[config.mk]
export PLATFORM = sky130hd
export DESIGN_NAME = key_irq
export DESIGN_NICKNAME = d
export VERILOG_FILES = /design/src/key_irq.sv
export SDC_FILE = /design/constraint.sdc
export NUM_CORES = 1
export LEC_CHECK = 0
export ABC_AREA = 1
export BUFFER_PORTS_ARGS = -buffer_cell sky130_fd_sc_hd__buf_2
export CORE_AREA = 2 2 39 41
export DETAILED_ROUTE_END_ITERATION = 10
export DIE_AREA = 0 0 41 43
export PLACE_DENSITY = 0.67
export SETUP_SLACK_MARGIN = 0.02
export SYNTH_ARGS = -nofsm -noshare
export SYNTH_HDL_FRONTEND = slang
export SYNTH_SLANG_ARGS = --single-unit
[constraint.sdc]
create_clock -name CLOCK_50 -period 1 [get_ports CLOCK_50]
set_clock_uncertainty 0.15 [all_clocks]
set_input_delay 0.1 -clock CLOCK_50 [delete_from_list [all_inputs] [get_ports CLOCK_50]]
set_output_delay 0.1 -clock CLOCK_50 [all_outputs]
set_load 0.005 [all_outputs]
[src/key_irq.sv]
`timescale 1ns/1ps

module key_irq (
    input  logic       CLOCK_50,
    input  logic       KEY0,
    input  logic [7:0] key_code,
    input  logic       key_press,
    input  logic       irq_ack,
    output logic [7:0] key_value,
    output logic       irq
);

    logic press_valid;

    assign press_valid = key_press && key_code != 8'd0;

    always_ff @(posedge CLOCK_50 or negedge KEY0) begin
        if (!KEY0) begin
            key_value <= 8'd0;
            irq       <= 1'b0;
        end else begin
            if (key_press) key_value <= key_code; // last code seen
            // press wins over a same-cycle ack
            if (press_valid)
                irq <= 1'b1;
            else if (irq_ack)
                irq <= 1'b0;
        end
    end

endmodule

==> summary.txt, run 1 <==
Run status
  • Status: complete, but fails checks
  • Violated checks: negative hold slack, negative setup slack

Placement
  • Global placer's final weighted congestion: ~0.65
  • Dpl cells: 63
  • Post-DP HPWL: 552 µm
  • # port buffers: 20

Drt
  • Vias/cell: around 4.2
  • Wirelength per Cell: around 11 µm
  • WL final: roughly 740 µm
  • DR vias: approximately 290
  • WL met2: 345 µm
  • DRT Pass-1 Iters: 2
  • Post-route DRC: 0
  • Met3 WL post-DR: 55 µm
  • Highest metal used: met3
  • 1st-iter DRT viols: 2
  • Antenna-violating nets left: 0
  • Metal-1 WL: approximately 340 µm

Critical path
  • Critical path's largest stage delay: 0.38 ns
  • Cell count of the worst reg-to-reg path: 1
  • CP endpoint kind: primary output
  • Worst R2R Start: key_value[7]$_DFFE_PN0P_
  • Worst-path cell chain: buf_2
  • CP top delay family: flip-flops
  • Worst EP arrival: approximately 0.77 ns
  • Crit-path slowest cell: dfrtp_1
  • CP Data Required Time: around 0.75 ns
  • Setup CP Type: reg2out
  • Nature of the critical path startpoint: flip-flop
  • Worst R2R End: key_value[7]$_DFFE_PN0P_
  • Buf+Inv Stages, Crit Path: 1
  • Crit path max fanout: 2
  • Register-to-register setup slack: roughly 0.090 ns

Logic synthesis
  • Post-synth EDFFs: 0
  • Most numerous cell in the Yosys netlist: dfrtp_1
  • Yosys warns: 0
  • Top cells by count, synth: dfrtp_1, mux2_4, nand2_1, nor2_1
  • Seq/Total Area, Yosys: 0.570
  • Mapped Nets: 40
  • Yosys cell types: 7
  • Synth Instances: 28
  • Syn_area_per_cell: 14.1 µm²
  • Synth Register Bits: 9
  • FFs w/ async S/R, synth: 1.00
  • Top post-synthesis cells by area: dfrtp_1, mux2_4, nand2_1, nor2_1, buf_6
  • Mapped Area: about 400 µm²
  • Post-synth top flop: dfrtp_1
  • Share of the synthesized area in the top cell type: 0.570
  • Dominant cell type by area after synthesis: dfrtp_1

Floorplanning
  • # rows: 14
  • Core footprint: between 0.001 and 0.0015 mm²
  • # IOs: 21
  • Die ar.: around 0.0018 mm²
  • Die Span Y: between 40 and 50 µm
  • Die X: between 40 and 50 µm
  • Initial Util: 0.286

STA
  • Worst hold margin: -0.0600 ns
  • RSZ-0062 raised after global routing: yes
  • Time the worst path needs with I/O delays and setup: roughly 1.0 ns
  • Actual slew at the worst max-slew pin: 0.260 ns
  • Final hold violations: 8
  • Slew Limit Fails: 0
  • Worst slew margin: 0.826
  • Period utilization: 1.02
  • Setup violations, final: 5
  • F_max: 982 MHz
  • Post-route worst setup slack: -0.0183 ns

Pwr
  • PwrDens: 1530 mW/mm²
  • Maximum vdd drop: just under 0.6 mV
  • Leakage dissipation: just under 0.0003 µW
  • Design Power: between 800 and 900 µW

GRT
  • Vias in the first global route: 262
  • First-pass GRT wire length: roughly 1.3 mm
  • All-Layer GR Usage: 0.112
  • Initial antenna violation count: 0
  • Global route total overflow: 0
  • Largest net degree at the start of global routing: 10

Clock network
  • CTS tree: built
  • CTS root buf: clkbuf_4
  • TritonCTS buffer count: 3
  • Clk pin slew, worst setup/hold paths: roughly 0.060 ns
  • Num Clock Sinks: 9
  • Htree depth: 1
  • Cts hold-fix bufs: 2
  • Cts repair resizes: 0
  • Post-CTS Setup Bufs: 0
  • Clk buf depth: 2
  • Worst-Skew Late Latency: about 0.25 ns

Final layout
  • Layout cells sized above 1: 0.585
  • # diodes: 0
  • Post-layout util: 0.398
  • Finished Layout Cells: 69
  • Area growth, synth to finish: 39.2%
  • Final nets: 66

Min path
  • Hold_sp: key_code[4]
  • Hold Path Sink: key_value[4]$_DFFE_PN0P_
  • Hold WC Path Type: in2reg
  • Worst Hold Path Cells: 2

Run
  • Max-Cap Viols: 0
-- worst max path at each step --
stage | start | end | slack, ns | cells past startpoint
2_1_floorplan | key_value[0]$_DFFE_PN0P_ | key_value[0]$_DFFE_PN0P_ | 0.10 | 1
3_3_place_gp | key_press | key_value[0]$_DFFE_PN0P_ | 0.06 | 2
3_5_place_dp | key_press | key_value[7]$_DFFE_PN0P_ | 0.04 | 2
4_1_cts | key_value[5]$_DFFE_PN0P_ | key_value[5] | -0.03 | 1
5_1_grt | key_value[5]$_DFFE_PN0P_ | key_value[5] | -0.06 | 1
6_report | key_value[5]$_DFFE_PN0P_ | key_value[5] | -0.02 | 1
-- kinds of logic after synthesis --
group / Yosys count / share of synthesized area
simple gates: 8 / 0.0759
mux: 8 / 0.304
buf+inv: 2 / 0.0380
flops: 9 / 0.570
compound gates: 1 / 0.0126
-- report_power, final --
| group | switching [µW] | internal, µW |
|---|---|---|
| clock network | 120 | 153 |
| registers | 17.6 | 399 |
| logic | 54.9 | 94.7 |
-- metal layers --
| layer | vias to the layer above | track usage |
|---|---|---|
| li1 | 140 | - |
| met5 | - | 0 |
| met3 | 0 | 0.0314 |
| met2 | 11 | 0.128 |
| met4 | 0 | 0.0800 |
| met1 | 137 | 0.171 |
-- final cells by class --
type	instances	area, µm²
multi-input cells	17	155
clock buffers	4	26.3
repair buffers	22	120
inverters	1	3.75
well taps	16	20.0
fillers	141	833
flip-flops and latches	9	225
-- through the flow --
step           instance area, µm²  worst slack (ns)  hold slack, ns  setup TNS, ns
6_report                      551           -0.0183         -0.0600        -0.0493
4_1_cts                       551           -0.0299         -0.0664         -0.151
3_3_place_gp                  504            0.0605          -0.194              0
3_5_place_dp                  504            0.0372          -0.186              0
5_1_grt                       551           -0.0582         -0.0655         -0.369
2_1_floorplan                 395             0.102          -0.346              0
-- registers in the layout, summed over array words and instances (netlist names) --
name and flops:
key_value 8, irq 1
-- placed cells by master (no fill, tap or decap) --
cell           netlist  layout
buf_2                0      20
clkbuf_1             0       1
clkbuf_4             0       3
dfrtp_1              9       9
dlygate4sd3_1        0       2
inv_1                1       1
mux2_4               8       8
nand2_1              4       4
nor2_1               4       4
o21ai_0              1       1
No activity file was read; power rests on OpenSTA's default activity.
==> run 2, diff against run 1 <==
--- a/config.mk
+++ b/config.mk
@@ -10,7 +10,6 @@
 export CORE_AREA = 2 2 39 41
 export DETAILED_ROUTE_END_ITERATION = 10
 export DIE_AREA = 0 0 41 43
-export PLACE_DENSITY = 0.67
 export SETUP_SLACK_MARGIN = 0.02
 export SYNTH_ARGS = -nofsm -noshare
 export SYNTH_HDL_FRONTEND = slang
==> run 2 against run 1 <==
The flow still finishes with violations (negative hold slack, negative setup slack). Global-route usage fell by 0.96 points. Routed wire length rose by 1.2%. Core utilization rose by 0.54 points. Sequential share of layout area fell by 0.55 points. Non-clock buffer count rose by 1. Critical endpoint unchanged.
==> summary.txt, run 2 (synthesis results as in run 1) <==
STA
  • Post-route worst setup slack: -0.0193 ns (-0.00104 ns)
  • F_max: 981 MHz (-0.10%)
  • Time the worst path needs with I/O delays and setup: 1.02 ns (+0.00104 ns)
  • Worst slew margin: 0.822 (-0.00430)
  • Setup violations, final: 8 (+3)
  • Period utilization: 1.02 (+0.00104)
  • Worst hold margin: -0.0626 ns (-0.00264 ns)
  • Final hold violations: 8 (unchanged)
  • Actual slew at the worst max-slew pin: 0.267 ns (+0.00645 ns)
  • Slew Limit Fails: 0 (unchanged)
  • RSZ-0062 raised after global routing: yes

Floorplanning
  • Die Span Y: 43 µm (unchanged)
  • Die X: 41 µm (unchanged)
  • Core footprint: 0.00138 mm² (unchanged)
  • # rows: 14 (unchanged)
  • Die ar.: 0.00176 mm² (unchanged)
  • # IOs: 21 (unchanged)
  • Initial Util: 0.286 (unchanged)

Clock network
  • Clk buf depth: 2 (unchanged)
  • Cts hold-fix bufs: 2 (unchanged)
  • Num Clock Sinks: 9 (unchanged)
  • Clk pin slew, worst setup/hold paths: 0.06 ns (about the same)
  • TritonCTS buffer count: 3 (unchanged)
  • CTS root buf: clkbuf_4
  • Worst-Skew Late Latency: 0.25 ns (about the same)
  • Htree depth: 1 (unchanged)
  • CTS tree: built

Drt
  • Antenna-violating nets left: 0 (unchanged)
  • Metal-1 WL: 342 µm (-0.29%)
  • Vias/cell: 4.27 (+2.3%)
  • DRT Pass-1 Iters: 2 (unchanged)
  • WL final: 752 µm (+1.2%)
  • Wirelength per Cell: 10.7 µm (-0.23%)
  • 1st-iter DRT viols: 1 (-1)
  • DR vias: 299 (+3.8%)
  • Highest metal used: met4
  • Post-route DRC: 0 (unchanged)
  • WL met2: 292 µm (-15%)
  • Met3 WL post-DR: 111 µm (+100%)

Placement
  • # port buffers: 20 (unchanged)
  • Global placer's final weighted congestion: 0.623 (-4.4%)
  • Dpl cells: 63 (unchanged)
  • Post-DP HPWL: 567 µm (+2.7%)

Final layout
  • Area growth, synth to finish: 41.1%
  • Commonest non-fill, non-tap cell in the layout: buf_2
  • Layout cells sized above 1: 0.593 (+0.00769)
  • Max reg flops: 8 (unchanged)
  • Largest Register: key_value
  • Commonest cells after routing, fill and taps aside: buf_2, dfrtp_1, mux2_4, nor2_1, nand2_1
  • # diodes: 0 (unchanged)
  • Final-layout fill cell count: 145 (+2.8%)
  • Finished Layout Cells: 70 (+1.4%)
  • Final nets: 67 (+1.5%)
  • Largest regs: key_value x8, irq x1

Critical path
  • Worst-path cell chain: buf_2
  • Setup CP Type: reg2out
  • Nature of the critical path startpoint: flip-flop
  • Register-to-register setup slack: -0.01 ns (-0.10 ns)
  • Crit-path slowest cell: dfrtp_1
  • Cell count of the worst reg-to-reg path: 2 (+1)
  • CP endpoint kind: primary output
  • Worst R2R Start: key_value[4]$_DFFE_PN0P_
  • CP top delay family: flip-flops
  • Buf+Inv Stages, Crit Path: 1 (unchanged)
  • Crit path max fanout: 2 (unchanged)
  • Critical path's largest stage delay: 0.39 ns (about the same)
  • CP Data Required Time: 0.75 ns (about the same)
  • Worst R2R End: key_value[4]$_DFFE_PN0P_
  • Worst EP arrival: 0.77 ns (about the same)

Pwr
  • Design Power: 843 µW (+0.42%)
  • PwrDens: 1510 mW/mm² (-0.93%)
  • Maximum vdd drop: 0.507 mV (-15%)
  • Leakage dissipation: 0.000298 µW (+1.6%)

GRT
  • All-Layer GR Usage: 0.102 (-0.00956)
  • Largest net degree at the start of global routing: 10 (unchanged)
  • Vias in the first global route: 256 (-2.3%)
  • Initial antenna violation count: 0 (unchanged)
  • Global route total overflow: 0 (unchanged)
  • First-pass GRT wire length: 1.07 mm (-15%)

Min path
  • Worst Hold Path Cells: 2 (unchanged)
  • Hold Path Sink: key_value[2]$_DFFE_PN0P_
  • Hold_sp: key_code[2]
  • Hold WC Path Type: in2reg

Run status
  • Violated checks: negative hold slack, negative setup slack
  • Status: complete, but fails checks

Run
  • Max-Cap Viols: 0 (unchanged)
run 2: cell type report:
class	instances	area [µm²]	share of cell area
clock buffer	4	26.3	0.0471
inverter	1	3.75	0.00673
multi-input combinational	17	155	0.278
sequential	9	225	0.404
tap	16	20.0	0.0359
timing repair buffer	23	128	0.229
run 2: stage by stage:
stage	utilization	instance area, µm²	setup TNS (ns)	worst slack (ns)
5_1_grt	0.403	558	-0.511	-0.0619
6_report	0.403	558	-0.0782	-0.0193
3_5_place_dp	0.364	504	0	0.0448
3_3_place_gp	0.364	504	0	0.0611
4_1_cts	0.398	551	-0.236	-0.0379
2_1_floorplan	-	395	0	0.102
run 2: worst max path at each step:
stage	slack (ns)	end	start	cells after the start
floorplan	0.10	key_value[0]$_DFFE_PN0P_	key_value[0]$_DFFE_PN0P_	1
global placement	0.06	key_value[7]$_DFFE_PN0P_	key_press	2
detailed placement	0.04	key_value[5]$_DFFE_PN0P_	key_press	2
CTS	-0.04	key_value[5]	key_value[5]$_DFFE_PN0P_	1
global route	-0.06	key_value[5]	key_value[5]$_DFFE_PN0P_	1
finish	-0.02	key_value[5]	key_value[5]$_DFFE_PN0P_	1
run 2: report_power, final:
part           switching, µW  internal, µW
logic                   54.9          99.3
clock network            118           153
registers               18.3           400
total                    191           652
run 2: routing by layer:
metal  up-vias  track usage
met2        21        0.116
met3         2       0.0628
met5         -            0
li1        143            -
met4         0        0.100
met1       133        0.122
run 2: timing repair:
item	4_1_cts	5_1_grt
gates cloned	0	0
setup endpoints to repair	9	9
gates resized for setup	0	0
buffers inserted	0	1
endpoints found under the hold margin	18	8
