**src/mem_bus_pkg.sv**
```systemverilog
package mem_bus_pkg;

    typedef logic [63:0] addr_t;
    typedef logic [63:0] data_t;

    // access width, matches the low two bits of the core's ls code
    typedef enum logic [1:0] {
        SIZE_BYTE   = 2'd0,
        SIZE_HALF   = 2'd1,
        SIZE_WORD   = 2'd2,
        SIZE_DOUBLE = 2'd3
    } size_e;

    // lb lh lw ld lbu lhu lwu, stores use the same codes with bit 2 clear
    typedef union packed {
        logic [2:0] raw;
        struct packed {
            logic  zero_ext;
            size_e size;
        } fields;
    } ls_type_u;

    typedef enum logic [1:0] {
        REGION_NONE  = 2'd0,
        REGION_RAM   = 2'd1,
        REGION_SDRAM = 2'd2,
        REGION_KEY   = 2'd3
    } region_e;

    // address map
    localparam addr_t RAM_BASE    = 64'h0000_0000_0000_1000;
    localparam addr_t RAM_BYTES   = 64'h0000_0000_0000_1000; // 1024 words
    localparam addr_t KEY_ADDR    = 64'h0000_0000_1000_0000;
    localparam addr_t SDRAM_BASE  = 64'h0000_0000_2000_0000;
    localparam addr_t SDRAM_BYTES = 64'h0000_0000_0080_0000; // 4M x 16 bit

endpackage

```
**src/target_if.sv**
```systemverilog
`timescale 1ns/1ps

interface target_if import mem_bus_pkg::*; ();

    addr_t    addr;   // byte offset inside the region
    ls_type_u ls;
    data_t    wdata;
    logic     start;  // one cycle
    logic     write;
    data_t    rdata;  // raw bytes in the low lanes
    logic     finish; // one cycle

    modport seq (
        output addr, ls, wdata, start, write,
        input  rdata, finish
    );

    modport tgt (
        input  addr, ls, wdata, start, write,
        output rdata, finish
    );

endinterface

```
**src/bus_sequencer.sv**
```systemverilog
`timescale 1ns/1ps

module bus_sequencer import mem_bus_pkg::*; (
    input  logic       CLOCK_50,
    input  logic       KEY0,
    input  addr_t      bus_address,
    input  data_t      bus_write_data,
    input  ls_type_u   bus_ls_type,
    input  logic       bus_read_enable,
    input  logic       bus_write_enable,
    output logic       bus_read_done,
    output logic       bus_write_done,
    output data_t      bus_read_data,
    input  logic [7:0] key_value,
    target_if.seq      ram,
    target_if.seq      sdram
);

    localparam logic [1:0] S_IDLE   = 2'd0;
    localparam logic [1:0] S_DECODE = 2'd1;
    localparam logic [1:0] S_WAIT   = 2'd2;

    logic [1:0] state;
    logic       strobe;
    addr_t      req_addr;
    ls_type_u   req_ls;
    data_t      req_wdata;
    logic       req_write;
    region_e    region;
    logic       tgt_finish;
    data_t      load_value;

    function automatic data_t extend_load(data_t raw, ls_type_u ls);
        data_t v;
        case (ls.fields.size)
            SIZE_BYTE: v = ls.fields.zero_ext ? {56'd0, raw[7:0]} : {{56{raw[7]}}, raw[7:0]};
            SIZE_HALF: v = ls.fields.zero_ext ? {48'd0, raw[15:0]} : {{48{raw[15]}}, raw[15:0]};
            SIZE_WORD: v = ls.fields.zero_ext ? {32'd0, raw[31:0]} : {{32{raw[31]}}, raw[31:0]};
            default:   v = raw;
        endcase
        return v;
    endfunction

    assign strobe = bus_read_enable || bus_write_enable;

    // region of the held request
    always_comb begin
        if (req_addr >= RAM_BASE && req_addr < RAM_BASE + RAM_BYTES)
            region = REGION_RAM;
        else if (req_addr >= SDRAM_BASE && req_addr < SDRAM_BASE + SDRAM_BYTES)
            region = REGION_SDRAM;
        else if (req_addr == KEY_ADDR)
            region = REGION_KEY;
        else
            region = REGION_NONE;
    end

    // key and unmapped accesses answer themselves
    always_comb begin
        case (region)
            REGION_RAM: begin
                tgt_finish = ram.finish;
                load_value = extend_load(ram.rdata, req_ls);
            end
            REGION_SDRAM: begin
                tgt_finish = sdram.finish;
                load_value = extend_load(sdram.rdata, req_ls);
            end
            REGION_KEY: begin
                tgt_finish = 1'b1;
                load_value = {56'd0, key_value};
            end
            default: begin
                tgt_finish = 1'b1;
                load_value = '0;
            end
        endcase
    end

    assign ram.addr    = req_addr - RAM_BASE;
    assign ram.ls      = req_ls;
    assign ram.wdata   = req_wdata;
    assign ram.write   = req_write;
    assign sdram.addr  = req_addr - SDRAM_BASE;
    assign sdram.ls    = req_ls;
    assign sdram.wdata = req_wdata;
    assign sdram.write = req_write;

    always_ff @(posedge CLOCK_50 or negedge KEY0) begin
        if (!KEY0) begin
            state          <= S_IDLE;
            bus_read_done  <= 1'b1;
            bus_write_done <= 1'b1;
            ram.start      <= 1'b0;
            sdram.start    <= 1'b0;
        end else begin
            ram.start   <= 1'b0;
            sdram.start <= 1'b0;
            case (state)
                S_IDLE: begin
                    if (bus_read_enable) bus_read_done <= 1'b0;
                    if (bus_write_enable) bus_write_done <= 1'b0;
                    if (strobe) state <= S_DECODE;
                end
                S_DECODE: begin
                    ram.start   <= (region == REGION_RAM);
                    sdram.start <= (region == REGION_SDRAM);
                    state       <= S_WAIT;
                end
                default: begin
                    if (tgt_finish) begin
                        if (req_write) bus_write_done <= 1'b1;
                        else bus_read_done <= 1'b1;
                        state <= S_IDLE;
                    end
                end
            endcase
        end
    end

    always_ff @(posedge CLOCK_50) begin
        if (state == S_IDLE && strobe) begin
            req_addr  <= bus_address;
            req_ls    <= bus_ls_type;
            req_wdata <= bus_write_data;
            req_write <= bus_write_enable;
        end
        if (state == S_WAIT && tgt_finish && !req_write)
            bus_read_data <= load_value;
    end

    // one access at a time, the core must wait for both dones
    assert property (@(posedge CLOCK_50) disable iff (!KEY0)
        strobe |-> bus_read_done && bus_write_done && state == S_IDLE);

    assert property (@(posedge CLOCK_50) disable iff (!KEY0)
        bus_write_enable |-> bus_ls_type.raw inside {3'b000, 3'b001, 3'b010, 3'b011});

    // natural alignment only
    assert property (@(posedge CLOCK_50) disable iff (!KEY0)
        strobe |-> (bus_address & ((addr_t'(1) << bus_ls_type.fields.size) - addr_t'(1))) == '0);

endmodule

```
**src/flat_wrapper.sv**
```systemverilog
// flat-port wrapper written by rule: the top's interface ports become plain ports
module bus_sequencer_flat import mem_bus_pkg::*;
  (CLOCK_50, KEY0, bus_address, bus_write_data, bus_ls_type, bus_read_enable, bus_write_enable, bus_read_done, bus_write_done, bus_read_data, key_value, ram_addr, ram_ls, ram_wdata, ram_start, ram_write, ram_rdata, ram_finish, sdram_addr, sdram_ls, sdram_wdata, sdram_start, sdram_write, sdram_rdata, sdram_finish);
  target_if ram_i ();
  target_if sdram_i ();
  input  logic CLOCK_50;
  input  logic KEY0;
  input  addr_t bus_address;
  input  data_t bus_write_data;
  input  ls_type_u bus_ls_type;
  input  logic bus_read_enable;
  input  logic bus_write_enable;
  output logic bus_read_done;
  output logic bus_write_done;
  output data_t bus_read_data;
  input  logic [7:0] key_value;
  output wire logic [$bits(ram_i.addr)-1:0] ram_addr;
  output wire logic [$bits(ram_i.ls)-1:0] ram_ls;
  output wire logic [$bits(ram_i.wdata)-1:0] ram_wdata;
  output wire logic [$bits(ram_i.start)-1:0] ram_start;
  output wire logic [$bits(ram_i.write)-1:0] ram_write;
  input wire logic [$bits(ram_i.rdata)-1:0] ram_rdata;
  input wire logic [$bits(ram_i.finish)-1:0] ram_finish;
  output wire logic [$bits(sdram_i.addr)-1:0] sdram_addr;
  output wire logic [$bits(sdram_i.ls)-1:0] sdram_ls;
  output wire logic [$bits(sdram_i.wdata)-1:0] sdram_wdata;
  output wire logic [$bits(sdram_i.start)-1:0] sdram_start;
  output wire logic [$bits(sdram_i.write)-1:0] sdram_write;
  input wire logic [$bits(sdram_i.rdata)-1:0] sdram_rdata;
  input wire logic [$bits(sdram_i.finish)-1:0] sdram_finish;
  assign ram_addr = ram_i.addr;
  assign ram_ls = ram_i.ls;
  assign ram_wdata = ram_i.wdata;
  assign ram_start = ram_i.start;
  assign ram_write = ram_i.write;
  assign ram_i.rdata = ram_rdata;
  assign ram_i.finish = ram_finish;
  assign sdram_addr = sdram_i.addr;
  assign sdram_ls = sdram_i.ls;
  assign sdram_wdata = sdram_i.wdata;
  assign sdram_start = sdram_i.start;
  assign sdram_write = sdram_i.write;
  assign sdram_i.rdata = sdram_rdata;
  assign sdram_i.finish = sdram_finish;
  bus_sequencer u_core (.CLOCK_50(CLOCK_50), .KEY0(KEY0), .bus_address(bus_address), .bus_write_data(bus_write_data), .bus_ls_type(bus_ls_type), .bus_read_enable(bus_read_enable), .bus_write_enable(bus_write_enable), .bus_read_done(bus_read_done), .bus_write_done(bus_write_done), .bus_read_data(bus_read_data), .key_value(key_value), .ram(ram_i), .sdram(sdram_i));
endmodule
```
**config.mk**
```make
export PLATFORM = sky130hd
export DESIGN_NAME = bus_sequencer_flat
export DESIGN_NICKNAME = d
export VERILOG_FILES = /design/src/mem_bus_pkg.sv /design/src/target_if.sv /design/src/bus_sequencer.sv /design/src/flat_wrapper.sv
export SDC_FILE = /design/constraint.sdc
export NUM_CORES = 1
export LEC_CHECK = 0
export BUFFER_PORTS_ARGS = -buffer_cell sky130_fd_sc_hd__buf_2
export CAP_MARGIN = 20
export CORE_AREA = 2 2 234 236
export DETAILED_ROUTE_END_ITERATION = 7
export DIE_AREA = 0 0 236 238
export PLACE_DENSITY = 0.39
export SLEW_MARGIN = 20
export SYNTH_ARGS = -nofsm -noshare
export SYNTH_HDL_FRONTEND = slang
export SYNTH_SLANG_ARGS = --single-unit
export TNS_END_PERCENT = 10
```
**constraint.sdc**
```tcl
create_clock -name CLOCK_50 -period 13.65 [get_ports CLOCK_50]
set_clock_uncertainty 0.2 [all_clocks]
set_input_delay 1.365 -clock CLOCK_50 [delete_from_list [all_inputs] [get_ports CLOCK_50]]
set_output_delay 1.365 -clock CLOCK_50 [all_outputs]
set_load 0.005 [all_outputs]
```
==> summary.txt <==
Sequential area share after synthesis - 60.6%
Nets - 1568
Post-CTS Setup Inserts - 0
Initial Util - 18.6%
Clk sink count - 202
Number of cells on the worst hold path - 2
Hold_buf cts - 0
H-Tree Depth - 1
Post-layout min period - 5.93 ns
Endpoints failing setup - 0
Worst Path Required - 12.09 ns
Fill cells - 5728
Detailed-route DRC error count - 0
DRT antenna net count - 0
Synth Cell Area - 0.00997 mm2
CTS root buffer - clkbuf_16
R2R cell count - 8
Largest net degree at the start of global routing - 65
Worst-path clk slew - 0.06 ns
Reg-to-reg endpoint - u_core.bus_read_data[19]
Flop2flop setup slack - 8.71 ns
Row cnt - 85
Via density - 4.14
Area taken by multi-input logic gates - 0.00288 mm2
Register Area - 0.00604 mm2
Critical path class - reg2out
Vias in the first global route - 8667
Critical Path Sink Type - output port
Routed vias - 8308
Fmax - 0.169 GHz
Max IR drop VDD - 105 uV
Pwr per Cell Area - 173 mW/mm2
Clk_lat worst skew - 0.55 ns
Critical R2R Launch - u_core.req_addr[31]
Critical Path Fanout Max - 6
Cts repair resizes - 0
Synth Warn # - 0
Number of synthesized flops with an enable pin - 196
Mapped Nets - 1079
Hold_ws - 0.270 ns
Die Wd - 236 um
Final HPWL DP - 35.6 mm
Slew HR - 29.5%
Total GRT Usage - 14.7%
Min-delay worst type - reg2reg
Lkg Pwr - 0.00573 uW
CTS tree - done
Post-synthesis cell type count - 56
Core ar. - 0.0535 mm2
Worst slew pin tran - 1.05 ns
TritonRoute pass-1 iters - 6
Num CTS Buffers - 26
Max-capacitance violation count - 0
Outcome - complete, no violations
Mapped Cells - 802
Critical hold path startpoint - u_core.bus_write_done
RSZ-0062 raised after global routing - no
GRT Residual Overflow - 0
DRT iter0 DRCs - 370
Initial antenna violation count - 10
Routed len/inst - 21.7 um
Area grow syn2layout - 38.1%
Synthesized flop and latch total - 202
Placer Congestion - 0.784
Sum Neg Setup Slack - 0 ns
Placed Instances - 1959
Post-Route WL - 43.4 mm
Worst Path Arrival - 4.37 ns
Startpoint type of the worst setup path - register
Worst hold endpoint - u_core.bus_write_done
Slew Viols, Final - 0
Final Non-Filler Cells - 2005
Final-report hold violation count - 0
Top-level I/O count - 605
Tcrit/Tclk final - 43.5%
First-pass GRT wire length - 60.8 mm
DIE HEIGHT - 238 um
Clock tree buffer depth - 3
Die area - 0.0562 mm2
Top_reg_cell synth - edfxtp_1
Layout cell share with drive strength beyond 1 - 51.4%
FFs w/ async S/R, synth - 2.97%
Mean post-synth cell area - 12.4 um2
IO buf count - 604
[critical path: stages, from the launching register on]
cell,delay (ns)
edfxtp_1,0.49
nor3_1,0.73
and2_1,0.27
nand4_1,0.32
nor4_1,0.70
nor3b_1,0.80
nand2_1,0.17
xnor2_1,0.20
buf_2,0.15
[stage by stage]
| stage | power [uW] | instance area [um2] | utilization [%] | worst slack (ns) |
|---|---|---|---|---|
| 2_1_floorplan | 1400 | 9970 | - | 8.60 |
| 3_3_place_gp | 1740 | 12900 | 24.2 | 8.41 |
| 3_5_place_dp | 1740 | 12900 | 24.2 | 8.34 |
| 4_1_cts | 2450 | 13800 | 25.7 | 7.72 |
| 5_1_grt | 2530 | 13800 | 25.7 | 7.50 |
| 6_report | 2390 | 13800 | 25.7 | 7.72 |
[cell families (layout without fill, tap and decap cells)]
group / after synthesis / in the layout / synth area share (%)
buf+inv: 165 / 669 / 10.8
xor+xnor: 80 / 80 / 7.03
fa+ha+maj: 4 / 4 / 0.502
flops: 202 / 202 / 60.6
compound gates: 139 / 139 / 9.58
simple gates: 210 / 210 / 11.3
mux: 2 / 2 / 0.201
other cells: 0 / 3 / 0
[flip-flops by register name (all words and copies together) (netlist names)]
name / flops
u_core.ram.start: 1
u_core.sdram.start: 1
u_core.ram.ls: 3
u_core.req_addr: 64
u_core.bus_read_data: 64
u_core.state: 2
u_core.bus_write_done: 1
u_core.ram.write: 1
u_core.bus_read_done: 1
u_core.ram.wdata: 64
[final cells by class]
type                       instances  share of cell area [%]
timing repair buffer             614                    22.5
multi-input combinational        435                    20.9
antenna                            3                  0.0545
sequential                       202                    43.8
inverter                          12                   0.327
tap                              696                    6.32
clock buffer                      28                    4.93
clock inverter                    15                    1.10
[metal layers]
| metal | up-vias | track usage, % | share of wire (%) |
|---|---|---|---|
| met5 | - | 0 | 0.21 |
| met1 | 3963 | 16.2 | 38 |
| met4 | 14 | 4.94 | 2.7 |
| met3 | 71 | 5.77 | 9.9 |
| met2 | 423 | 25.9 | 49 |
| li1 | 3837 | - | - |
[where the power goes]
| part | switching, uW | internal (uW) |
|---|---|---|
| clock | 272 | 411 |
| sequential | 136 | 898 |
| combinational | 401 | 269 |
| total | 809 | 1580 |
[placed cells by master (no fill, tap or decap), types with 3 or more instances in the layout]
master,instances
nand2b_1,4
nand2_1,48
nand3_1,14
buf_2,604
clkbuf_16,27
nand4b_1,3
inv_1,12
nor4_2,4
xor2_1,36
bufinv_16,3
a221o_1,32
buf_4,10
clkinv_2,3
o22ai_1,8
or4_1,4
a21oi_1,55
nor3_1,18
nor3_2,3
edfxtp_1,196
nor4_1,16
or2_2,3
or3_1,19
a22oi_1,6
nor2_1,43
nor3b_1,5
dfrtp_1,4
nand4_1,6
xnor2_1,44
clkinv_1,6
diode_2,3
ha_1,4
o21ai_1,15
o21ai_0,7
and3_1,5
[synth_stat cells (2+ instances only)]
cell / count / area share [%]
a221oi_1: 2 / 0.18
o21ai_1: 15 / 0.75
xor2_1: 36 / 3.2
dfstp_2: 2 / 0.53
clkbuf_1: 26 / 0.98
a21oi_1: 55 / 2.8
nor2_1: 44 / 1.7
buf_6: 4 / 0.45
nand3_1: 14 / 0.70
nor3_1: 20 / 1.0
nor3b_1: 5 / 0.38
nor4_2: 4 / 0.50
or2_2: 3 / 0.19
or4_1: 4 / 0.30
edfxtp_1: 196 / 59
mux2i_1: 2 / 0.20
nor4_1: 16 / 1.0
nand4_1: 6 / 0.38
xnor2_1: 44 / 3.9
or3_1: 19 / 1.2
o41ai_1: 2 / 0.18
and2_1: 2 / 0.13
dfrtp_1: 4 / 1.0
and3_1: 6 / 0.38
a221o_1: 32 / 3.2
inv_1: 12 / 0.45
o221ai_1: 2 / 0.18
nand2b_1: 5 / 0.31
o21ai_0: 7 / 0.35
o22ai_1: 8 / 0.50
ha_1: 4 / 0.50
a21o_1: 2 / 0.15
buf_4: 109 / 8.2
nor2b_1: 2 / 0.13
buf_1: 2 / 0.075
buf_2: 12 / 0.60
a22oi_1: 6 / 0.45
nand2_1: 48 / 1.8
nand4b_1: 3 / 0.26
[worst max path at each step]
stage,to,from,slack [ns],cells after the start
floorplan,u_core.ram.ls[0],bus_read_enable,8.60,1
global placement,ram_addr[56],u_core.req_addr[31],8.41,8
detailed placement,ram_addr[62],u_core.req_addr[24],8.34,8
CTS,ram_addr[62],u_core.req_addr[31],7.72,8
global route,ram_addr[62],u_core.req_addr[24],7.50,8
finish,ram_addr[62],u_core.req_addr[31],7.72,8
Power figures use the tool's default switching activity.
