### config.mk
export PLATFORM = sky130hd
export DESIGN_NAME = sdram_beats_flat
export DESIGN_NICKNAME = d
export VERILOG_FILES = /design/src/mem_bus_pkg.sv /design/src/target_if.sv /design/src/sdram_beats.sv /design/src/flat_wrapper.sv
export SDC_FILE = /design/constraint.sdc
export NUM_CORES = 1
export LEC_CHECK = 0
export ABC_AREA = 1
export BUFFER_PORTS_ARGS = -buffer_cell sky130_fd_sc_hd__buf_2
export CAP_MARGIN = 15
export CORE_MARGIN = 4
export CORE_UTILIZATION = 47
export CTS_CLUSTER_DIAMETER = 80
export DETAILED_ROUTE_END_ITERATION = 12
export HOLD_SLACK_MARGIN = 0.05
export PLACE_DENSITY = 0.93
export SLEW_MARGIN = 20
export SYNTH_ARGS = -nofsm -noshare
export SYNTH_HDL_FRONTEND = slang
export SYNTH_SLANG_ARGS = --single-unit
### constraint.sdc
create_clock -name CLOCK_50 -period 5.8 [get_ports CLOCK_50]
set_input_delay 0.58 -clock CLOCK_50 [delete_from_list [all_inputs] [get_ports CLOCK_50]]
set_output_delay 0.58 -clock CLOCK_50 [all_outputs]
set_load 0.03 [all_outputs]
### src/mem_bus_pkg.sv
package mem_bus_pkg;

    typedef logic [63:0] addr_t;
    typedef logic [63:0] data_t;

    // access width, matches the low two bits of the core's ls code
    typedef enum logic [1:0] {
        SIZE_BYTE   = 2'd0,
        SIZE_HALF   = 2'd1,
        SIZE_WORD   = 2'd2,
        SIZE_DOUBLE = 2'd3
    } size_e;

    // lb lh lw ld lbu lhu lwu, stores use the same codes with bit 2 clear
    typedef union packed {
        logic [2:0] raw;
        struct packed {
            logic  zero_ext;
            size_e size;
        } fields;
    } ls_type_u;

    typedef enum logic [1:0] {
        REGION_NONE  = 2'd0,
        REGION_RAM   = 2'd1,
        REGION_SDRAM = 2'd2,
        REGION_KEY   = 2'd3
    } region_e;

    // address map
    localparam addr_t RAM_BASE    = 64'h0000_0000_0000_1000;
    localparam addr_t RAM_BYTES   = 64'h0000_0000_0000_1000; // 1024 words
    localparam addr_t KEY_ADDR    = 64'h0000_0000_1000_0000;
    localparam addr_t SDRAM_BASE  = 64'h0000_0000_2000_0000;
    localparam addr_t SDRAM_BYTES = 64'h0000_0000_0080_0000; // 4M x 16 bit

endpackage

### src/target_if.sv
`timescale 1ns/1ps

interface target_if import mem_bus_pkg::*; ();

    addr_t    addr;   // byte offset inside the region
    ls_type_u ls;
    data_t    wdata;
    logic     start;  // one cycle
    logic     write;
    data_t    rdata;  // raw bytes in the low lanes
    logic     finish; // one cycle

    modport seq (
        output addr, ls, wdata, start, write,
        input  rdata, finish
    );

    modport tgt (
        input  addr, ls, wdata, start, write,
        output rdata, finish
    );

endinterface

### src/sdram_beats.sv
`timescale 1ns/1ps

module sdram_beats import mem_bus_pkg::*; #(
    parameter int SDRAM_AW = 22
) (
    input  logic                CLOCK_50,
    input  logic                KEY0,
    target_if.tgt               port,
    output logic [SDRAM_AW-1:0] sdram_addr,
    output logic [15:0]         sdram_wrdata,
    output logic [1:0]          sdram_byte_en,
    output logic                sdram_read_en,
    output logic                sdram_write_en,
    input  logic [15:0]         sdram_rddata,
    input  logic                sdram_wait
);

    logic        active;
    logic [1:0]  beat;
    logic [1:0]  last_beat;
    logic        is_byte;
    logic        beat_done;
    logic [15:0] beat_rdata;

    always_comb begin
        case (port.ls.fields.size)
            SIZE_BYTE, SIZE_HALF: last_beat = 2'd0;
            SIZE_WORD:            last_beat = 2'd1;
            default:              last_beat = 2'd3;
        endcase
    end

    assign is_byte   = port.ls.fields.size == SIZE_BYTE;
    assign beat_done = active && !sdram_wait; // wait low ends the beat

    assign sdram_read_en  = active && !port.write;
    assign sdram_write_en = active && port.write;
    assign sdram_addr     = port.addr[SDRAM_AW:1] + SDRAM_AW'(beat);
    assign sdram_byte_en  = is_byte ? (port.addr[0] ? 2'b10 : 2'b01) : 2'b11;
    assign sdram_wrdata   = is_byte ? {2{port.wdata[7:0]}} : port.wdata[16*beat +: 16];

    // odd byte comes in on the upper lane
    assign beat_rdata = (is_byte && port.addr[0]) ? {8'd0, sdram_rddata[15:8]} : sdram_rddata;

    always_ff @(posedge CLOCK_50 or negedge KEY0) begin
        if (!KEY0) begin
            active      <= 1'b0;
            beat        <= 2'd0;
            port.finish <= 1'b0;
        end else begin
            port.finish <= 1'b0;
            if (port.start) begin
                active <= 1'b1;
                beat   <= 2'd0;
            end else if (beat_done) begin
                if (beat == last_beat) begin
                    active      <= 1'b0;
                    port.finish <= 1'b1;
                end else begin
                    beat <= beat + 2'd1;
                end
            end
        end
    end

    // least significant beat lands lowest
    always_ff @(posedge CLOCK_50) begin
        if (beat_done && !port.write) port.rdata[16*beat +: 16] <= beat_rdata;
    end

    assert property (@(posedge CLOCK_50) disable iff (!KEY0)
        !(sdram_read_en && sdram_write_en));

endmodule

### src/flat_wrapper.sv
// flat-port wrapper written by rule: the top's interface ports become plain ports
module sdram_beats_flat import mem_bus_pkg::*;
#(
    parameter int SDRAM_AW = 22
)
  (CLOCK_50, KEY0, sdram_addr, sdram_wrdata, sdram_byte_en, sdram_read_en, sdram_write_en, sdram_rddata, sdram_wait, port_addr, port_ls, port_wdata, port_start, port_write, port_rdata, port_finish);
  target_if port_i ();
  input  logic CLOCK_50;
  input  logic KEY0;
  output logic [SDRAM_AW-1:0] sdram_addr;
  output logic [15:0] sdram_wrdata;
  output logic [1:0] sdram_byte_en;
  output logic sdram_read_en;
  output logic sdram_write_en;
  input  logic [15:0] sdram_rddata;
  input  logic sdram_wait;
  input wire logic [$bits(port_i.addr)-1:0] port_addr;
  input wire logic [$bits(port_i.ls)-1:0] port_ls;
  input wire logic [$bits(port_i.wdata)-1:0] port_wdata;
  input wire logic [$bits(port_i.start)-1:0] port_start;
  input wire logic [$bits(port_i.write)-1:0] port_write;
  output wire logic [$bits(port_i.rdata)-1:0] port_rdata;
  output wire logic [$bits(port_i.finish)-1:0] port_finish;
  assign port_i.addr = port_addr;
  assign port_i.ls = port_ls;
  assign port_i.wdata = port_wdata;
  assign port_i.start = port_start;
  assign port_i.write = port_write;
  assign port_rdata = port_i.rdata;
  assign port_finish = port_i.finish;
  sdram_beats #(.SDRAM_AW(SDRAM_AW)) u_core (.CLOCK_50(CLOCK_50), .KEY0(KEY0), .port(port_i), .sdram_addr(sdram_addr), .sdram_wrdata(sdram_wrdata), .sdram_byte_en(sdram_byte_en), .sdram_read_en(sdram_read_en), .sdram_write_en(sdram_write_en), .sdram_rddata(sdram_rddata), .sdram_wait(sdram_wait));
endmodule
==> results.py, run 1 <==
metrics = {
    "finish": {
        "utilization": 0.638,
        "fin_cells": 831,
        "area_growth_pct": 32.4,
        "nFillCells": 698,
        "nNetsFinal": 878,
        "diodes": 0,
        "drive_above_1_share": 0.354,
    },
    "timing": {
        "layout_min_cycle_time_ns": 3.78,
        "finalHoldViolCount": 0,
        "slew_headroom": 0.258,
        "drv_slew": 0,
        "skew_ns": 0.00548,
        "final.period_utilization": 0.652,
        "fin_ws_ns": 2.02,
        "setup_violations": 0,
        "final.setup.tns_ns": 0,
        "max_freq_mhz": 264,
        "tightest_slew_ns": 1.11,
        "rsz0062_at_grt": "no",
    },
    "placed_design": {
        "place_inst": 814,
        "port-buffer-count": 216,
        "gp_congestion": 0.897,
        "hpwl_um": 10100,
        "pre_cts_slack_ns": 2.10,
    },
    "clock_tree": {
        "tritoncts": "built",
        "cts_resized": 0,
        "clk_pin_slew_ns": 0.07,
        "root_buffer": "clkbuf_8",
        "holdBufCountCts": 1,
        "numCtsBuffers": 9,
        "post_cts.repair.setup_buffers": 0,
        "worstSkewPairLatency_ns": 0.36,
        "clock_path_buffers": 2,
        "h-tree-depth": 3,
        "clock-sinks": 68,
    },
    "pwr": {
        "combPwrFrac": 0.308,
        "clockPowerShare": 0.302,
        "power.internal_mw": 0.989,
        "power_leakage_nw": 2.70,
        "vdd.ir_drop.worst_uv": 118,
        "p_seq_frac": 0.390,
        "power_density_nw_per_um2": 278,
        "sw_frac_of_total": 0.359,
        "p_switching_mw": 0.553,
    },
    "job": {
        "drv_cap": 0,
    },
    "worst_setup_path": {
        "worstReg2RegEnd": "u_core.port.rdata[10]",
        "slowest_delay_ns": 1.08,
        "cp_max_fo": 31,
        "r2r_cells": 5,
        "cpMaxStageDelayCell": "dfrtp_1",
        "timing.rr.start": "u_core.beat[1]",
        "critPathLaunchType": "register",
        "path_cells": "inv_2, ha_1, clkinv_1, nand3_2, nor2_1",
        "end_kind": "register",
        "worstPathArrival_ns": 3.87,
        "cp.required_ns": 5.89,
        "critPathKind": "reg -> reg",
        "r2r_slack_ns": 2.02,
    },
    "yosys": {
        "synth.avg_cell_area_um2": 8.17,
        "syn_nets": 672,
        "synth_top_area_share": 0.459,
        "netlist_area_um2": 4180,
        "ys_ff_latch": 68,
        "yosysWarnings": 0,
        "synthCells": 512,
        "ys_seq_area_frac": 0.483,
        "ys_types": 31,
        "yosysTopAreaCell": "edfxtp_1",
        "synth.area.top_cells": "edfxtp_1 (46%), nand2_1 (12%), nor2_1 (6.9%), nand3_1 (6.1%), inv_1 (3.5%)",
    },
    "worst_hold_path": {
        "whs_path_depth": 4,
        "hold_start": "sdram_wait",
        "worstHoldPathType": "in -> reg",
        "holdPathEnd": "u_core.beat[1]",
    },
    "detailed_routing": {
        "first_iter_violations": 186,
        "ant_nets": 0,
        "routed_wirelength_um": 13200,
        "num_vias": 4425,
        "vias_per_cell": 5.32,
        "dr.pass1.iters": 5,
        "drc": 0,
        "post_drt_wl_per_cell_um": 15.9,
    },
    "global_route": {
        "grt_max_degree": 63,
        "busiest_layer": "met2",
        "use_met2": 0.447,
        "grt_pass1_wl_um": 19900,
        "grt_pass1_vias": 4236,
        "gr-total-overflow": 0,
        "grtUsageMet3": 0.0498,
        "antenna_found_initial": 0,
        "grt_usage": 0.246,
        "use_met1": 0.269,
    },
    "floorplan": {
        "dieHeight_um": 102,
        "die_x_um": 102,
        "die-area_um2": 10500,
        "start_util": 0.482,
        "rows": 34,
        "core_area_um2": 8680,
        "boundaryPins": 259,
    },
    "run_status": {
        "status": "completed",
    },
}
cells in the mapped netlist:
master      n
nand2_1   134
xnor2_1     7
nor2_1     77
nor2_4      2
buf_2      12
or2_2       2
inv_2       2
nand3_1    51
nor3_1     13
a21oi_1     9
clkbuf_1    5
o21ai_1     2
nor2_2      1
nand2_2     1
nand4_1    17
nand3_2     1
o21ai_0    26
inv_1      39
nand2_4     4
dfrtp_1     4
fa_1        1
edfxtp_1   64
buf_6       1
nand3b_1    9
buf_4       7
xor2_1      5
clkinv_1    1
buf_1       2
ha_1        7
nor3_2      3
nand4_2     3
worst max-delay path by stage:
| stage | start | to | slack (ns) | cells after the start |
|---|---|---|---|---|
| after floorplan | port_addr[1] | sdram_addr[16] | 3.19 | 7 |
| after global placement | u_core.beat[1] | u_core.port.rdata[4] | 2.29 | 5 |
| after detailed placement | u_core.beat[1] | u_core.port.rdata[13] | 2.10 | 5 |
| after CTS | u_core.beat[1] | u_core.port.rdata[10] | 2.02 | 5 |
| after global routing | u_core.beat[1] | u_core.port.rdata[10] | 1.84 | 5 |
| final | u_core.beat[1] | u_core.port.rdata[10] | 2.02 | 5 |
metal layers:
layer | vias up | part of all wire
met3 | 45 | 0.090
met5 | - | 0
met1 | 2000 | 0.36
li1 | 2124 | -
met4 | 0 | 0.046
met2 | 256 | 0.51
layout make-up:
type,instances,area [µm²],area share
clock buffer,10,128,0.0230
timing repair buffer,222,1130,0.204
multi-input combinational,375,1850,0.335
sequential,68,2020,0.365
tap,108,135,0.0244
clock inverter,6,113,0.0203
inverter,42,158,0.0285
stage by stage:
| step | instance area (µm²) | hold WS, ns | total power [mW] |
|---|---|---|---|
| final | 5540 | 0.526 | 1.54 |
| after global routing | 5540 | 0.544 | 1.61 |
| after CTS | 5540 | 0.518 | 1.55 |
| after detailed placement | 5290 | 0.387 | 1.08 |
| after global placement | 5290 | 0.383 | 1.07 |
| after floorplan | 4180 | 0.284 | 0.939 |
flip-flops by register name, indices dropped and copies added (netlist names):
name,count
u_core.port.finish,1
u_core.beat,2
u_core.active,1
u_core.port.rdata,64
worst max-delay path: cells and delay by family (launching register included):
kind                       cells  cell delay (ns)
adders and majority gates      1             0.83
buffers and inverters          2             0.97
DFF                            1             1.08
and+or+nand+nor                2             0.62
cell usage in the layout (no fill, tap or decap), types with 4 or more instances in the layout:
| master | n |
|---|---|
| o21ai_0 | 26 |
| nand3_1 | 51 |
| nand2_1 | 134 |
| nand3b_1 | 9 |
| nand4_1 | 17 |
| clkbuf_8 | 9 |
| edfxtp_1 | 64 |
| xor2_1 | 5 |
| buf_4 | 5 |
| inv_1 | 39 |
| xnor2_1 | 7 |
| ha_1 | 7 |
| nor3_1 | 13 |
| nand2_4 | 4 |
| a21oi_1 | 9 |
| nor2_1 | 77 |
| buf_2 | 216 |
power by group through the flow:
| stage | combinational [mW] | sequential (mW) | clock [mW] |
|---|---|---|---|
| 6_report | 0.476 | 0.601 | 0.466 |
| 5_1_grt | 0.516 | 0.604 | 0.493 |
| 4_1_cts | 0.476 | 0.601 | 0.468 |
| 3_5_place_dp | 0.472 | 0.611 | 0 |
| 3_3_place_gp | 0.458 | 0.608 | 0 |
| 2_1_floorplan | 0.321 | 0.618 | 0 |
cells by family (layout without fill, tap and decap cells):
logic type	Yosys count	count (layout)	share of synthesized area
XOR/XNOR	12	12	0.0251
flip-flops	68	68	0.483
AND/OR/NAND/NOR	318	318	0.348
buffers and inverters	69	280	0.0736
AO/OA/AOI/OAI	37	37	0.0443
adder cells (fa/ha/maj)	8	8	0.0257
No activity file was read; power rests on OpenSTA's default activity.
==> run 2, diff against run 1 <==
--- a/config.mk
+++ b/config.mk
@@ -9,11 +9,11 @@
 export BUFFER_PORTS_ARGS = -buffer_cell sky130_fd_sc_hd__buf_2
 export CAP_MARGIN = 15
 export CORE_MARGIN = 4
-export CORE_UTILIZATION = 47
+export CORE_UTILIZATION = 39
 export CTS_CLUSTER_DIAMETER = 80
 export DETAILED_ROUTE_END_ITERATION = 12
 export HOLD_SLACK_MARGIN = 0.05
-export PLACE_DENSITY = 0.93
+export PLACE_DENSITY = 0.83
 export SLEW_MARGIN = 20
 export SYNTH_ARGS = -nofsm -noshare
 export SYNTH_HDL_FRONTEND = slang
==> constraint.sdc (replaced) <==
create_clock -name CLOCK_50 -period 3.1 [get_ports CLOCK_50]
set_input_delay 0.31 -clock CLOCK_50 [delete_from_list [all_inputs] [get_ports CLOCK_50]]
set_output_delay 0.31 -clock CLOCK_50 [all_outputs]
set_load 0.03 [all_outputs]
==> run 2 against run 1 <==
Compared with the run above:
- power increased by 77%
- non-clock buffer count grew 4
- routed wire length decreased by 4.4%
- design area rose by 0.29%
- via count fell by 1.4%
- count of clock-buffer cells in the layout stayed put
- clock power grew 51%
- worst hold slack lost 0.25 ns
- critical path type is now reg -> out
- critical endpoint is now sdram_addr[16]
- sequential power increased by 81%
- register-to-register slack worse by 1.6 ns
- global-route usage is 5.2 points lower
- final cell count increased by 3.9%
==> results.py, run 2 (synthesis gave the netlist of run 1 again) <==
metrics = {
    "finish": {
        "largest-register": "u_core.port.rdata",
        "reg_top3": "u_core.port.rdata (64), u_core.beat (2)",
        "layout_commonest_cell": "buf_2",
        "nNetsFinal": 882,
        "area_growth_pct": 32.8,
        "diodes": 0,
        "drive_above_1_share": 0.356,
        "largest_reg_flops": 64,
        "stdcell_area_um2": 5560,
        "final_cell_mix": "buf_2 (216), nand2_1 (134), nor2_1 (77), edfxtp_1 (64), nand3_1 (51)",
    },
    "pwr": {
        "clockPowerShare": 0.258,
        "power_mw": 2.73,
        "power_density_nw_per_um2": 491,
        "combPwrFrac": 0.343,
        "power_leakage_nw": 2.69,
        "sw_frac_of_total": 0.378,
        "p_seq_frac": 0.399,
        "p_switching_mw": 1.03,
        "vdd.ir_drop.worst_uv": 268,
        "power.internal_mw": 1.70,
    },
    "detailed_routing": {
        "routed_wirelength_um": 12600,
        "dr.pass1.iters": 4,
        "post_drt_wl_per_cell_um": 14.6,
        "vias_per_cell": 5.05,
        "first_iter_violations": 254,
        "num_vias": 4362,
        "ant_nets": 0,
        "drc": 0,
    },
    "floorplan": {
        "rows": 37,
        "dieHeight_um": 112,
        "start_util": 0.403,
        "die_x_um": 112,
        "boundaryPins": 259,
        "core_area_um2": 10400,
        "die-area_um2": 12400,
    },
    "clock_tree": {
        "tritoncts": "built",
        "post_cts.repair.setup_buffers": 0,
        "numCtsBuffers": 9,
        "clock_path_buffers": 2,
        "cts_resized": 0,
        "clk_pin_slew_ns": 0.08,
        "clock-sinks": 68,
        "h-tree-depth": 3,
        "worstSkewPairLatency_ns": 0.33,
        "root_buffer": "clkbuf_8",
    },
    "worst_setup_path": {
        "critPathLaunchType": "register",
        "critPathKind": "reg -> out",
        "cp.required_ns": 2.79,
        "r2r_slack_ns": 0.45,
        "end_kind": "output pin",
        "worstPathArrival_ns": 2.49,
        "cp_max_fo": 21,
    },
    "timing": {
        "skew_ns": 0.00651,
        "final.period_utilization": 0.903,
        "layout_min_cycle_time_ns": 2.80,
        "tightest_slew_ns": 0.716,
        "final.setup.tns_ns": 0,
        "setup_violations": 0,
        "drv_slew": 0,
        "max_freq_mhz": 357,
        "slew_headroom": 0.523,
        "finalHoldViolCount": 0,
        "rsz0062_at_grt": "no",
    },
    "global_route": {
        "grt_usage": 0.194,
        "grt_pass1_vias": 4038,
        "gr-total-overflow": 0,
        "grt_max_degree": 43,
        "antenna_found_initial": 0,
        "grt_pass1_wl_um": 19500,
    },
    "worst_hold_path": {
        "worstHoldPathType": "in -> reg",
    },
    "job": {
        "drv_cap": 0,
    },
    "run_status": {
        "status": "completed",
    },
    "placed_design": {
        "port-buffer-count": 216,
        "placed_area_um2": 5350,
        "gp_congestion": 0.881,
        "hpwl_um": 9770,
    },
}
==> run 2: what timing repair did <==
action | 4_1_cts | 5_1_grt
setup endpoints to repair | 0 | 0
hold endpoints to repair | 4 | 0
hold buffers | 1 | 0
==> run 2: worst max-delay path: stages (launching register included) <==
cell and delay [ns]:
dfrtp_2 0.64, ha_1 0.30, fa_1 0.32, inv_1 0.11, nor2_4 0.18, nand2_1 0.10
nor2_1 0.14, xor2_1 0.14, buf_2 0.21
==> run 2: worst paths after layout <==
kind | from | to | depth (start not counted)
setup / recovery | u_core.beat[0] | sdram_addr[16] | 8
hold / removal | sdram_wait | u_core.port.finish | 4
setup reg to reg | u_core.beat[0] | u_core.port.rdata[17] | 5
hold reg to reg | u_core.active | u_core.active | 2
max in group asynchronous | KEY0 | u_core.beat[0] | 2
min in group asynchronous | KEY0 | u_core.port.finish | 2
==> run 2: per-stage QoR <==
step                hold slack [ns]  std cells  worst slack [ns]   util
finish                        0.275        863             0.302  0.536
floorplan                    0.0144        512             0.926      -
detailed placement            0.117        846             0.455  0.516
CTS                           0.266        863             0.259  0.536
global placement              0.115        846             0.495  0.516
global route                  0.270        863             0.114  0.536
==> run 2: power by group through the flow <==
stage | Combinational (mW) | Clock [mW] | Sequential, mW
6_report | 0.934 | 0.704 | 1.09
5_1_grt | 1.02 | 0.759 | 1.09
4_1_cts | 0.941 | 0.711 | 1.09
3_5_place_dp | 0.936 | 0 | 1.11
3_3_place_gp | 0.923 | 0 | 1.11
2_1_floorplan | 0.601 | 0 | 1.16
==> run 2: area by class of cell <==
cell class,instances,area [µm²]
fill,986,4810
clock buffer,10,128
clock inverter,6,63.8
tap,136,170
multi-input combinational,375,1850
sequential,68,2020
timing repair buffer,226,1160
inverter,42,158
==> run 2: routing by layer <==
layer	global-route usage	share of wire	up-vias
met5	0	0	-
met4	0.0535	0.014	0
met3	0.0478	0.093	14
met2	0.362	0.52	252
met1	0.221	0.37	1967
li1	-	-	2129
